==> config.mk <==
export PLATFORM = sky130hd
export DESIGN_NAME = nbf_loader
export DESIGN_NICKNAME = d
export VERILOG_FILES = /design/src/hw/boot_pkg.sv /design/src/hw/nbf_loader.sv
export SDC_FILE = /design/constraint.sdc
export NUM_CORES = 1
export LEC_CHECK = 0
export BUFFER_PORTS_ARGS = -buffer_cell sky130_fd_sc_hd__buf_2
export CAP_MARGIN = 5
export CELL_PAD_IN_SITES_DETAIL_PLACEMENT = 1
export CELL_PAD_IN_SITES_GLOBAL_PLACEMENT = 1
export CORE_ASPECT_RATIO = 0.75
export CORE_MARGIN = 2
export CORE_UTILIZATION = 30
export DETAILED_ROUTE_END_ITERATION = 12
export PLACE_DENSITY_LB_ADDON = 0.1
export SETUP_SLACK_MARGIN = 0.1
export SLEW_MARGIN = 25
export SYNTH_ARGS = -nofsm -noshare
export SYNTH_HDL_FRONTEND = slang
export SYNTH_SLANG_ARGS = --single-unit
==> constraint.sdc <==
create_clock -name clk_i -period 2.1 [get_ports clk_i]
set_input_delay 0.21 -clock clk_i [delete_from_list [all_inputs] [get_ports clk_i]]
set_output_delay 0.21 -clock clk_i [all_outputs]
set_load 0.02 [all_outputs]
==> src/hw/boot_pkg.sv <==
// Boot memory subsystem definitions
// Address map, sizes, the configuration table and the command and response formats
package boot_pkg;

   localparam int ADDR_W        = 16;
   localparam int DATA_W        = 32;
   localparam int NUM_BANKS     = 4;
   localparam int BANK_WORDS    = 64;
   localparam int BANK_SEL_LSB  = 6;
   localparam int BANK_W        = $clog2(NUM_BANKS);
   localparam int WORD_W        = $clog2(BANK_WORDS);
   localparam int HOST_ADDR_BIT = 15;
   localparam logic [ADDR_W-1:0] HOST_FINISH_ADDR = 16'h8000;

   localparam int MEM_LATENCY = 3;

   // Width of the outstanding image response counter
   localparam int OUT_CNT_W = 4;

   localparam int CFG_COUNT = 4;
   localparam int CFG_IDX_W = $clog2(CFG_COUNT);

   // One word per bank with entry 0 on the right
   localparam logic [CFG_COUNT-1:0][ADDR_W-1:0] CFG_ADDR =
      {16'h00C0, 16'h0080, 16'h0040, 16'h0000};
   localparam logic [CFG_COUNT-1:0][DATA_W-1:0] CFG_DATA =
      {32'hC0DE_0004, 32'hC0DE_0003, 32'hC0DE_0002, 32'hC0DE_0001};

   typedef enum logic [1:0] {
      OP_READ   = 2'd0,
      OP_WRITE  = 2'd1,
      OP_FINISH = 2'd2
   } op_e;

   typedef enum logic {
      SRC_CFG = 1'b0,
      SRC_NBF = 1'b1
   } src_e;

   typedef struct packed {
      op_e               op;
      src_e              src;
      logic [ADDR_W-1:0] addr;
      logic [DATA_W-1:0] data;
   } mem_cmd_s;

   // Data holds read data or zero for writes
   typedef struct packed {
      op_e               op;
      src_e              src;
      logic [ADDR_W-1:0] addr;
      logic [DATA_W-1:0] data;
   } mem_resp_s;

endpackage

==> src/hw/nbf_loader.sv <==
// Program image loader
// Takes image commands from outside once configuration is done, registers
// them for one cycle and tracks the finish marker and outstanding responses
`timescale 1ns/1ps

module nbf_loader (
   input  logic               clk_i,
   input  logic               rst_i,
   input  logic               cfg_done_i,
   input  logic               nbf_v_i,
   input  boot_pkg::mem_cmd_s nbf_cmd_i,
   output logic               nbf_ready_o,
   output boot_pkg::mem_cmd_s cmd_o,
   output logic               cmd_v_o,
   input  logic               ack_i,
   output logic               done_o
);

   logic                           accept;
   logic                           finish_q;
   logic [boot_pkg::OUT_CNT_W-1:0] out_cnt_q;

   // Closed until configuration is done and again after finish
   assign nbf_ready_o = cfg_done_i && !finish_q;
   assign accept      = nbf_v_i && nbf_ready_o;

   always_ff @(posedge clk_i)
   begin
      if (rst_i)
      begin
         cmd_v_o   <= 1'b0;
         finish_q  <= 1'b0;
         out_cnt_q <= '0;
      end
      else
      begin
         cmd_v_o <= accept;
         if (accept && (nbf_cmd_i.op == boot_pkg::OP_FINISH))
            finish_q <= 1'b1;
         case ({cmd_v_o, ack_i})
            2'b10:   out_cnt_q <= out_cnt_q + 1'b1;
            2'b01:   out_cnt_q <= out_cnt_q - 1'b1;
            default: out_cnt_q <= out_cnt_q;
         endcase
      end
   end

   always_ff @(posedge clk_i)
   begin
      if (accept)
      begin
         cmd_o.op   <= nbf_cmd_i.op;
         cmd_o.src  <= boot_pkg::SRC_NBF;
         cmd_o.addr <= nbf_cmd_i.addr;
         cmd_o.data <= nbf_cmd_i.data;
      end
   end

   // The finish command itself is still counted while it is in the register
   assign done_o = finish_q && !cmd_v_o && (out_cnt_q == '0);

endmodule

## Word level (Yosys, flattened, before mapping)

Index checks and enable logic that the tools add are counted.

| storage, ports and cells | value |
|---|---|
| register bits | 56 |
| input port bits | 56 |
| output and inout bits | 54 |
| word-level logic and storage cells | 21 |

| cells by class | value |
|---|---|
| add/subtract/negate cells | 2 |
| equality and inequality tests | 3 |
| multiplexer cells | 1 |
| reductions and logical operators | 9 |

Operators with widths:

| operator | number |
|---|---|
| one-hot mux 4 bit (2 select lines) | 1 |
| logical AND 1 bit | 5 |
| adder 4 x 1 -> 4 bit, second input constant | 1 |
| equality test 2 bit, second input constant | 2 |
| logical NOT 4 bit | 1 |
| subtractor 4 x 1 -> 4 bit, second input constant | 1 |
| equality test 2 x 1 -> 1 bit, second input constant | 1 |
| logical NOT 1 bit | 2 |
| nonzero test 2 bit | 1 |

## Logic depth before layout (Yosys ltp)

Gate-level depths: netlist of the first run.

| logic depth | value |
|---|---|
| depth in word-level cells | 4 |
| mapped depth | 8 |
| gate-level depth less buffers | 8 |

## Worst setup path before layout of the first run

No wires, ideal clock.

| path | value |
|---|---|
| path kind | flip-flop to flip-flop |
| start point | register finish_q |
| end point | register cmd_o[0] in the netlist's numbering (enable) |
| library setup time | 0.413 ns |
| data arrival time | 1.931 ns |
| required time | 1.687 ns |
| setup slack | -0.244 ns |
| stages on the path, launching flop included | 3 |
| path buffers | 0 |
| clock period less this slack | 2.344 ns |
| cell sequence | dfxtp_1 nor2b_1 and2_1 |

| on the way | value |
|---|---|
| longest elaborated chain between the ends | 3 |

RTL lines:

| item | RTL line | RTL |
|---|---|---|
| from (decl) | nbf_loader.sv:20 | `logic finish_q;` |
| from (signal assigned) | nbf_loader.sv:32 | `finish_q <= 1'b0;` |
| from (signal assigned) | nbf_loader.sv:39 | `finish_q <= 1'b1;` |
| logical NOT 1 bit | nbf_loader.sv:24 | `assign nbf_ready_o = cfg_done_i && !finish_q;` |
| logical AND 1 bit | nbf_loader.sv:24 |  |
| named net nbf_ready_o | nbf_loader.sv:12 | `output logic nbf_ready_o,` |
| logical AND 1 bit | nbf_loader.sv:25 | `assign accept = nbf_v_i && nbf_ready_o;` |
| named net accept | nbf_loader.sv:19 | `logic accept;` |
| to (decl) | nbf_loader.sv:13 | `output boot_pkg::mem_cmd_s cmd_o,` |

The timed path passes the listed nets, and every way through them passes these cells.
A chain may end at the register's enable or synchronous reset.

## Worst setup path after layout of the first run

| path | value |
|---|---|
| start point | register out_cnt_q[0] in the netlist's numbering |
| end point | output port done_o |

| on the way | value |
|---|---|
| longest elaborated chain between the ends | 2 |

RTL lines:

| item | RTL line | RTL |
|---|---|---|
| from (decl) | nbf_loader.sv:21 | `logic [boot_pkg::OUT_CNT_W-1:0] out_cnt_q;` |
| from (signal assigned) | nbf_loader.sv:41 | `2'b10: out_cnt_q <= out_cnt_q + 1'b1;` |
| from (signal assigned) | nbf_loader.sv:42 | `2'b01: out_cnt_q <= out_cnt_q - 1'b1;` |
| from (signal assigned) | nbf_loader.sv:43 | `default: out_cnt_q <= out_cnt_q;` |
| logical NOT 4 bit | nbf_loader.sv:60 | `assign done_o = finish_q && !cmd_v_o && (out_cnt_q == '0);` |
| logical AND 1 bit | nbf_loader.sv:60 |  |
| to (decl) | nbf_loader.sv:16 | `output logic done_o` |

No other way between the ends.

==> results.sh, run 1 <==
export IMPL_outcome="complete, no violations"
export IMPL_die_area_um2=6841
export IMPL_drt_iter0_drc=18
export IMPL_final_area_um2=2591
export IMPL_synthCells=90
export IMPL_crit_chain="or4b_2 > nor3_1 > buf_2"
export IMPL_drt_wl_total_mm=4.052
export IMPL_drive_gt1_share_pct=57.56
export IMPL_synth_compound_area_share_pct=2.358
export IMPL_synth_edf_count=50
export IMPL_die_y_um=72.13
export IMPL_arrival_ps=1680
export IMPL_ff2ff_setup_slack_ps=250
export IMPL_rsz0062_at_grt="false"
export IMPL_critPathMaxStageDelay_ps=650
export IMPL_rows=24
export IMPL_cellLeakagePower_nw=1.102
export IMPL_ys_types=21
export IMPL_fp_dieW_um=94.84
export IMPL_clk_latency_ps=290
export IMPL_yosysSeqAreaShare_pct=87.33
export IMPL_htree_levels=2
export IMPL_yosys_mux_area_fraction_pct=1.146
export IMPL_syn_to_final_growth_pct=39.56
export IMPL_synthFlopType="edfxtp_1"
export IMPL_vias=1206
export IMPL_yosysTopAreaCellShare_pct=80.86
export IMPL_synth_seq_cells=56
export IMPL_dp_hpwl_mm=3.189
export IMPL_yosys_warnings=0
export IMPL_synth_xor_area_share_pct=1.415
export IMPL_fin_skew_ps=2.072
export IMPL_r2r_end="out_cnt_q[3]$_SDFFE_PP0P_"
export IMPL_gp_congestion=0.6278
export IMPL_finalSetupTns_ps=0
export IMPL_firstDrtPassIters=3
export IMPL_cp_start_kind="register"
export IMPL_postCtsSetupBuffers=0
export IMPL_synth_top_family_by_area="simple AND/OR/NAND/NOR gates"
export IMPL_cp_slowest_cell="or4b_2"
export IMPL_via_per_inst=4.261
export IMPL_maxSlewViolCount=0
export IMPL_diodes=0
export IMPL_ios=110
export IMPL_cp_end_kind="output port"
export IMPL_placed_cell_area_um2=2504
export IMPL_clk_pin_slew_ps=90
export IMPL_period_needed_ps=1894
export IMPL_synthAdderAreaFrac_pct=2.022
export IMPL_peakVddDrop_mv=0.3184
export IMPL_synth_top_cells_by_count="50 x edfxtp_1, 6 x dfxtp_1, 5 x nor2b_1"
export IMPL_cts_tree="yes"
export IMPL_ant_nets=0
export IMPL_path_max_fanout=5
export IMPL_rr_worst_depth=5
export IMPL_track_usage_pct=12.03
export IMPL_finalSetupViolCount=0
export IMPL_overflow=0
export IMPL_numCtsBuffers=5
export IMPL_core_um2=5886
export IMPL_cts_root_buf="clkbuf_8"
export IMPL_final_hold_viol_count=0
export IMPL_postCtsHoldBufs=0
export IMPL_pwr_density_cell_nw_per_um2=810.4
export IMPL_drc=0
export IMPL_numClockSinks=56
export IMPL_antenna_found_initial=0
export IMPL_syn_area_um2=1857
export IMPL_syn_area_per_cell_um2=20.63
export IMPL_slew_headroom_pct=66.46
export IMPL_grt_pass1_vias=1230
export IMPL_cts_resized=0
export IMPL_synth_top_area_cell="edfxtp_1"
export IMPL_wl_per_cell_um=14.32
export IMPL_portBuffers=107
export IMPL_grt_pass1_wl_mm=6.196
export IMPL_syn_nets=149
export IMPL_post_route_period_util_pct=90.21
export IMPL_synth_area_leaders="edfxtp_1 81%, dfxtp_1 6.5%, ha_1 2.0%"
export IMPL_critPathCapture="done_o"
export IMPL_max_cap_violations=0
export IMPL_synth_simple_area_share_pct=4.717
export IMPL_hp_class="in2reg"
export IMPL_power_mw=2.100
export IMPL_r2r_start="cmd_v_o$_SDFF_PP0_"
export IMPL_worstMarginPinSlew_ps=503.2
export IMPL_final_net_count=263
export IMPL_clock_path_buffers=2
export IMPL_max_freq_mhz=527.9
export IMPL_yosysMostFrequentCell="edfxtp_1"
export IMPL_critPathKind="reg2out"
export IMPL_async_reset_ff_share_pct=0
export IMPL_crit_required_ps=1890
export IMPL_grt_max_degree=33
export IMPL_fillCellCount=641
export IMPL_initial_core_util_pct=31.55
export IMPL_critPathLaunch="out_cnt_q[0]$_SDFFE_PP0P_"
logic make-up after synthesis:
group                      Yosys count
other                                1
adders and majority gates            3
buffers and inverters                3
and+or+nand+nor                     15
AOI/OAI and AO/OA                    7
xor gates and xnor gates             3
muxes                                2
DFF                                 56
placed cells by master, fill, tap and decap left out, drive strengths merged:
master and count:
clkinv 3, or3 2, and2 1, inv 2, edfxtp 50, a41oi 1
conb 1, clkbuf 5, and2b 1, mux2i 1, nor3 1, a21oi 3
o21ai 1, nor2 4, mux2 1, or4b 1, nor2b 5, o32ai 1
ha 3, xor2 3, buf 108, a31oi 1, dfxtp 6
routing by layer:
metal	up-vias	track usage (%)	routed length, µm
met4	0	4.348	38
li1	567	-	-
met3	4	5.607	520
met5	-	0	0
met1	564	13.47	1597
met2	71	20.25	1896
where the power goes:
group	leakage (nW)	internal, mW	switching, mW
logic	0.537	0.100	0.140
clock network	0.0479	0.233	0.323
registers	0.518	1.28	0.0267
registers in the layout, summed over array words and instances (netlist names):
name,cells
cmd_v_o,1
cmd_o,50
finish_q,1
out_cnt_q,4
cell type report:
cell class                 count  area, µm²  share of cell area [%]
clock buffer                   5      68.82                   2.656
inverter                       2      7.507                  0.2897
timing repair buffer         108      555.5                   21.44
clock inverter                 3      18.77                  0.7243
tap                           78      97.59                   3.766
sequential                    56       1622                   62.58
multi-input combinational     31      221.5                   8.547
stage by stage:
step	worst slack (ps)	hold WS, ps	cells	utilization, %
global route	153.9	56.40	283	44.03
global placement	338.3	386.7	275	42.54
floorplan	260.4	279.1	90	-
finish	205.6	80.65	283	44.03
CTS	190.7	65.99	283	44.03
detailed placement	282.0	388.3	275	42.54
worst min path at each step:
stage	startpoint	end	slack (ps)	depth (start not counted)
finish	nbf_cmd_i[31]	cmd_o[31]$_DFFE_PP_	80	1
CTS	nbf_cmd_i[6]	cmd_o[6]$_DFFE_PP_	70	1
global route	nbf_cmd_i[33]	cmd_o[33]$_DFFE_PP_	60	1
floorplan	rst_i	out_cnt_q[2]$_SDFFE_PP0P_	280	1
detailed placement	nbf_cmd_i[36]	cmd_o[36]$_DFFE_PP_	390	1
global placement	nbf_cmd_i[19]	cmd_o[19]$_DFFE_PP_	390	1
critical path, delay by kind of cell, from the launching register on:
family	cells	cell delay, ps
buffers and inverters	1	200
DFF	1	370
and+or+nand+nor	2	820
(Power assumes the default switching activity.)
==> run 2: changes to the inputs <==
--- a/config.mk
+++ b/config.mk
@@ -9,7 +9,7 @@
 export CAP_MARGIN = 5
 export CELL_PAD_IN_SITES_DETAIL_PLACEMENT = 1
 export CELL_PAD_IN_SITES_GLOBAL_PLACEMENT = 1
-export CORE_ASPECT_RATIO = 0.75
+export CORE_ASPECT_RATIO = 0.7
 export CORE_MARGIN = 2
 export CORE_UTILIZATION = 30
 export DETAILED_ROUTE_END_ITERATION = 12
==> run 2 against run 1 <==
  * Count of clock-buffer cells in the layout grew 2
  * Critical endpoint unchanged
  * Maximum frequency increased by 1.6%
  * Highest routed layer unchanged
  * Clock power decreased by 3%
  * Critical path type unchanged
  * Largest power group unchanged
==> results.sh, run 2 (synthesis results as in run 1) <==
export IMPL_outcome="complete, no violations"
export IMPL_antenna_found_initial=0
export IMPL_final_net_count=263
export IMPL_grt_pass1_wl_mm=6.320
export IMPL_postCtsSetupBuffers=0
export IMPL_overflow=0
export IMPL_multiInputGateArea_um2=221.5
export IMPL_critPathKind="reg2out"
export IMPL_fin_cells=280
export IMPL_numCtsBuffers=5
export IMPL_largestRegisters="cmd_o (50), out_cnt_q (4)"
export IMPL_portBuffers=107
export IMPL_clk_latency_ps=290
export IMPL_gp_congestion=0.7604
export IMPL_numClockSinks=56
export IMPL_cellLeakagePower_nw=1.094
export IMPL_ff_latch_area_um2=1622
export IMPL_core_um2=5842
export IMPL_via_per_inst=4.336
export IMPL_top_register="cmd_o"
export IMPL_grt_pass1_vias=1234
export IMPL_die_y_um=69.82
export IMPL_htree_levels=2
export IMPL_max_cap_violations=0
export IMPL_drive_gt1_share_pct=56.10
export IMPL_dp_cells=272
export IMPL_rsz0062_at_grt="false"
export IMPL_drt_wl_total_mm=4.053
export IMPL_vias=1214
export IMPL_largest_reg_flops=50
export IMPL_final_hold_viol_count=0
export IMPL_period_needed_ps=1865
export IMPL_met1_usage_pct=15.27
export IMPL_max_freq_mhz=536.2
export IMPL_cp_end_kind="output port"
export IMPL_drc=0
export IMPL_cp_start_kind="register"
export IMPL_drt_iter0_drc=25
export IMPL_path_max_fanout=5
export IMPL_fp_dieW_um=98.03
export IMPL_clock_path_buffers=2
export IMPL_clk_pin_slew_ps=90
export IMPL_final_common_cell="buf_2"
export IMPL_firstDrtPassIters=4
export IMPL_ios=110
export IMPL_cts_tree="yes"
export IMPL_dp_hpwl_mm=3.186
export IMPL_arrival_ps=1650
export IMPL_ant_nets=0
export IMPL_use_met2_pct=17.96
export IMPL_postCtsHoldBufs=0
export IMPL_track_usage_pct=11.98
export IMPL_die_area_um2=6844
export IMPL_pwr_density_cell_nw_per_um2=807.6
export IMPL_maxSlewViolCount=0
export IMPL_grtUsageMet3_pct=5.948
export IMPL_cts_root_buf="clkbuf_8"
export IMPL_initial_core_util_pct=31.78
export IMPL_crit_required_ps=1890
export IMPL_peakVddDrop_mv=0.3852
export IMPL_finalSetupViolCount=0
export IMPL_wl_per_cell_um=14.48
export IMPL_syn_to_final_growth_pct=38.95
export IMPL_final_cell_mix="107 x buf_2, 50 x edfxtp_1, 6 x dfxtp_1, 5 x nor2b_1, 5 x clkbuf_8"
export IMPL_rows=23
export IMPL_hp_class="in2reg"
export IMPL_post_route_period_util_pct=88.81
export IMPL_grt_max_degree=35
export IMPL_cts_resized=0
export IMPL_busiest_layer="met2"
export IMPL_diodes=0
export IMPL_fin_skew_ps=5.049
export IMPL_fillCellCount=617
export IMPL_finalSetupTns_ps=0
run 2: worst max-delay path: stages, from the launching register on:
cell     delay [ps]
dfxtp_1         370
or4b_2          650
nor3_1          150
buf_2           190
run 2: layer usage:
metal  share of wire, %  routed length (µm)
met1                 43                1743
met2                 44                1785
met3                 12                 481
met4                1.0                  42
met5                  0                   0
run 2: area by class of cell:
cell class / instances / area share, %
Sequential cell: 56 / 62.85
Timing Repair Buffer: 108 / 21.53
Multi-Input combinational cell: 31 / 8.584
Tap cell: 75 / 3.637
Clock buffer: 7 / 2.958
Inverter: 2 / 0.2910
Clock inverter: 1 / 0.1455
run 2: path summary, 6_finish.rpt:
kind	start	end	slack [ps]	depth (start not counted)
max	out_cnt_q[0]$_SDFFE_PP0P_	done_o	240	3
min	nbf_cmd_i[4]	cmd_o[4]$_DFFE_PP_	80	1
max reg2reg	cmd_v_o$_SDFF_PP0_	out_cnt_q[3]$_SDFFE_PP0P_	280	5
min reg2reg	finish_q$_SDFFE_PP0P_	finish_q$_SDFFE_PP0P_	520	2
run 2: metrics by stage:
step                hold WS, ps  power, mW  utilization [%]  cell area [µm²]  worst slack, ps
floorplan                 279.1      1.456                -             1858            260.4
global placement          386.1      1.560            42.79             2500            323.6
detailed placement        388.3      1.573            42.79             2500            266.9
CTS                       71.24      2.123            44.16             2580            224.7
global route              63.81      2.186            44.16             2580            140.9
finish                    83.59      2.084            44.16             2580            235.1
run 2: where the power goes:
group | total, mW | internal (mW) | leakage, nW | switching, mW
combinational | 0.239 | 0.100 | 0.537 | 0.139
clock | 0.540 | 0.233 | 0.0399 | 0.307
sequential | 1.30 | 1.28 | 0.518 | 0.0273
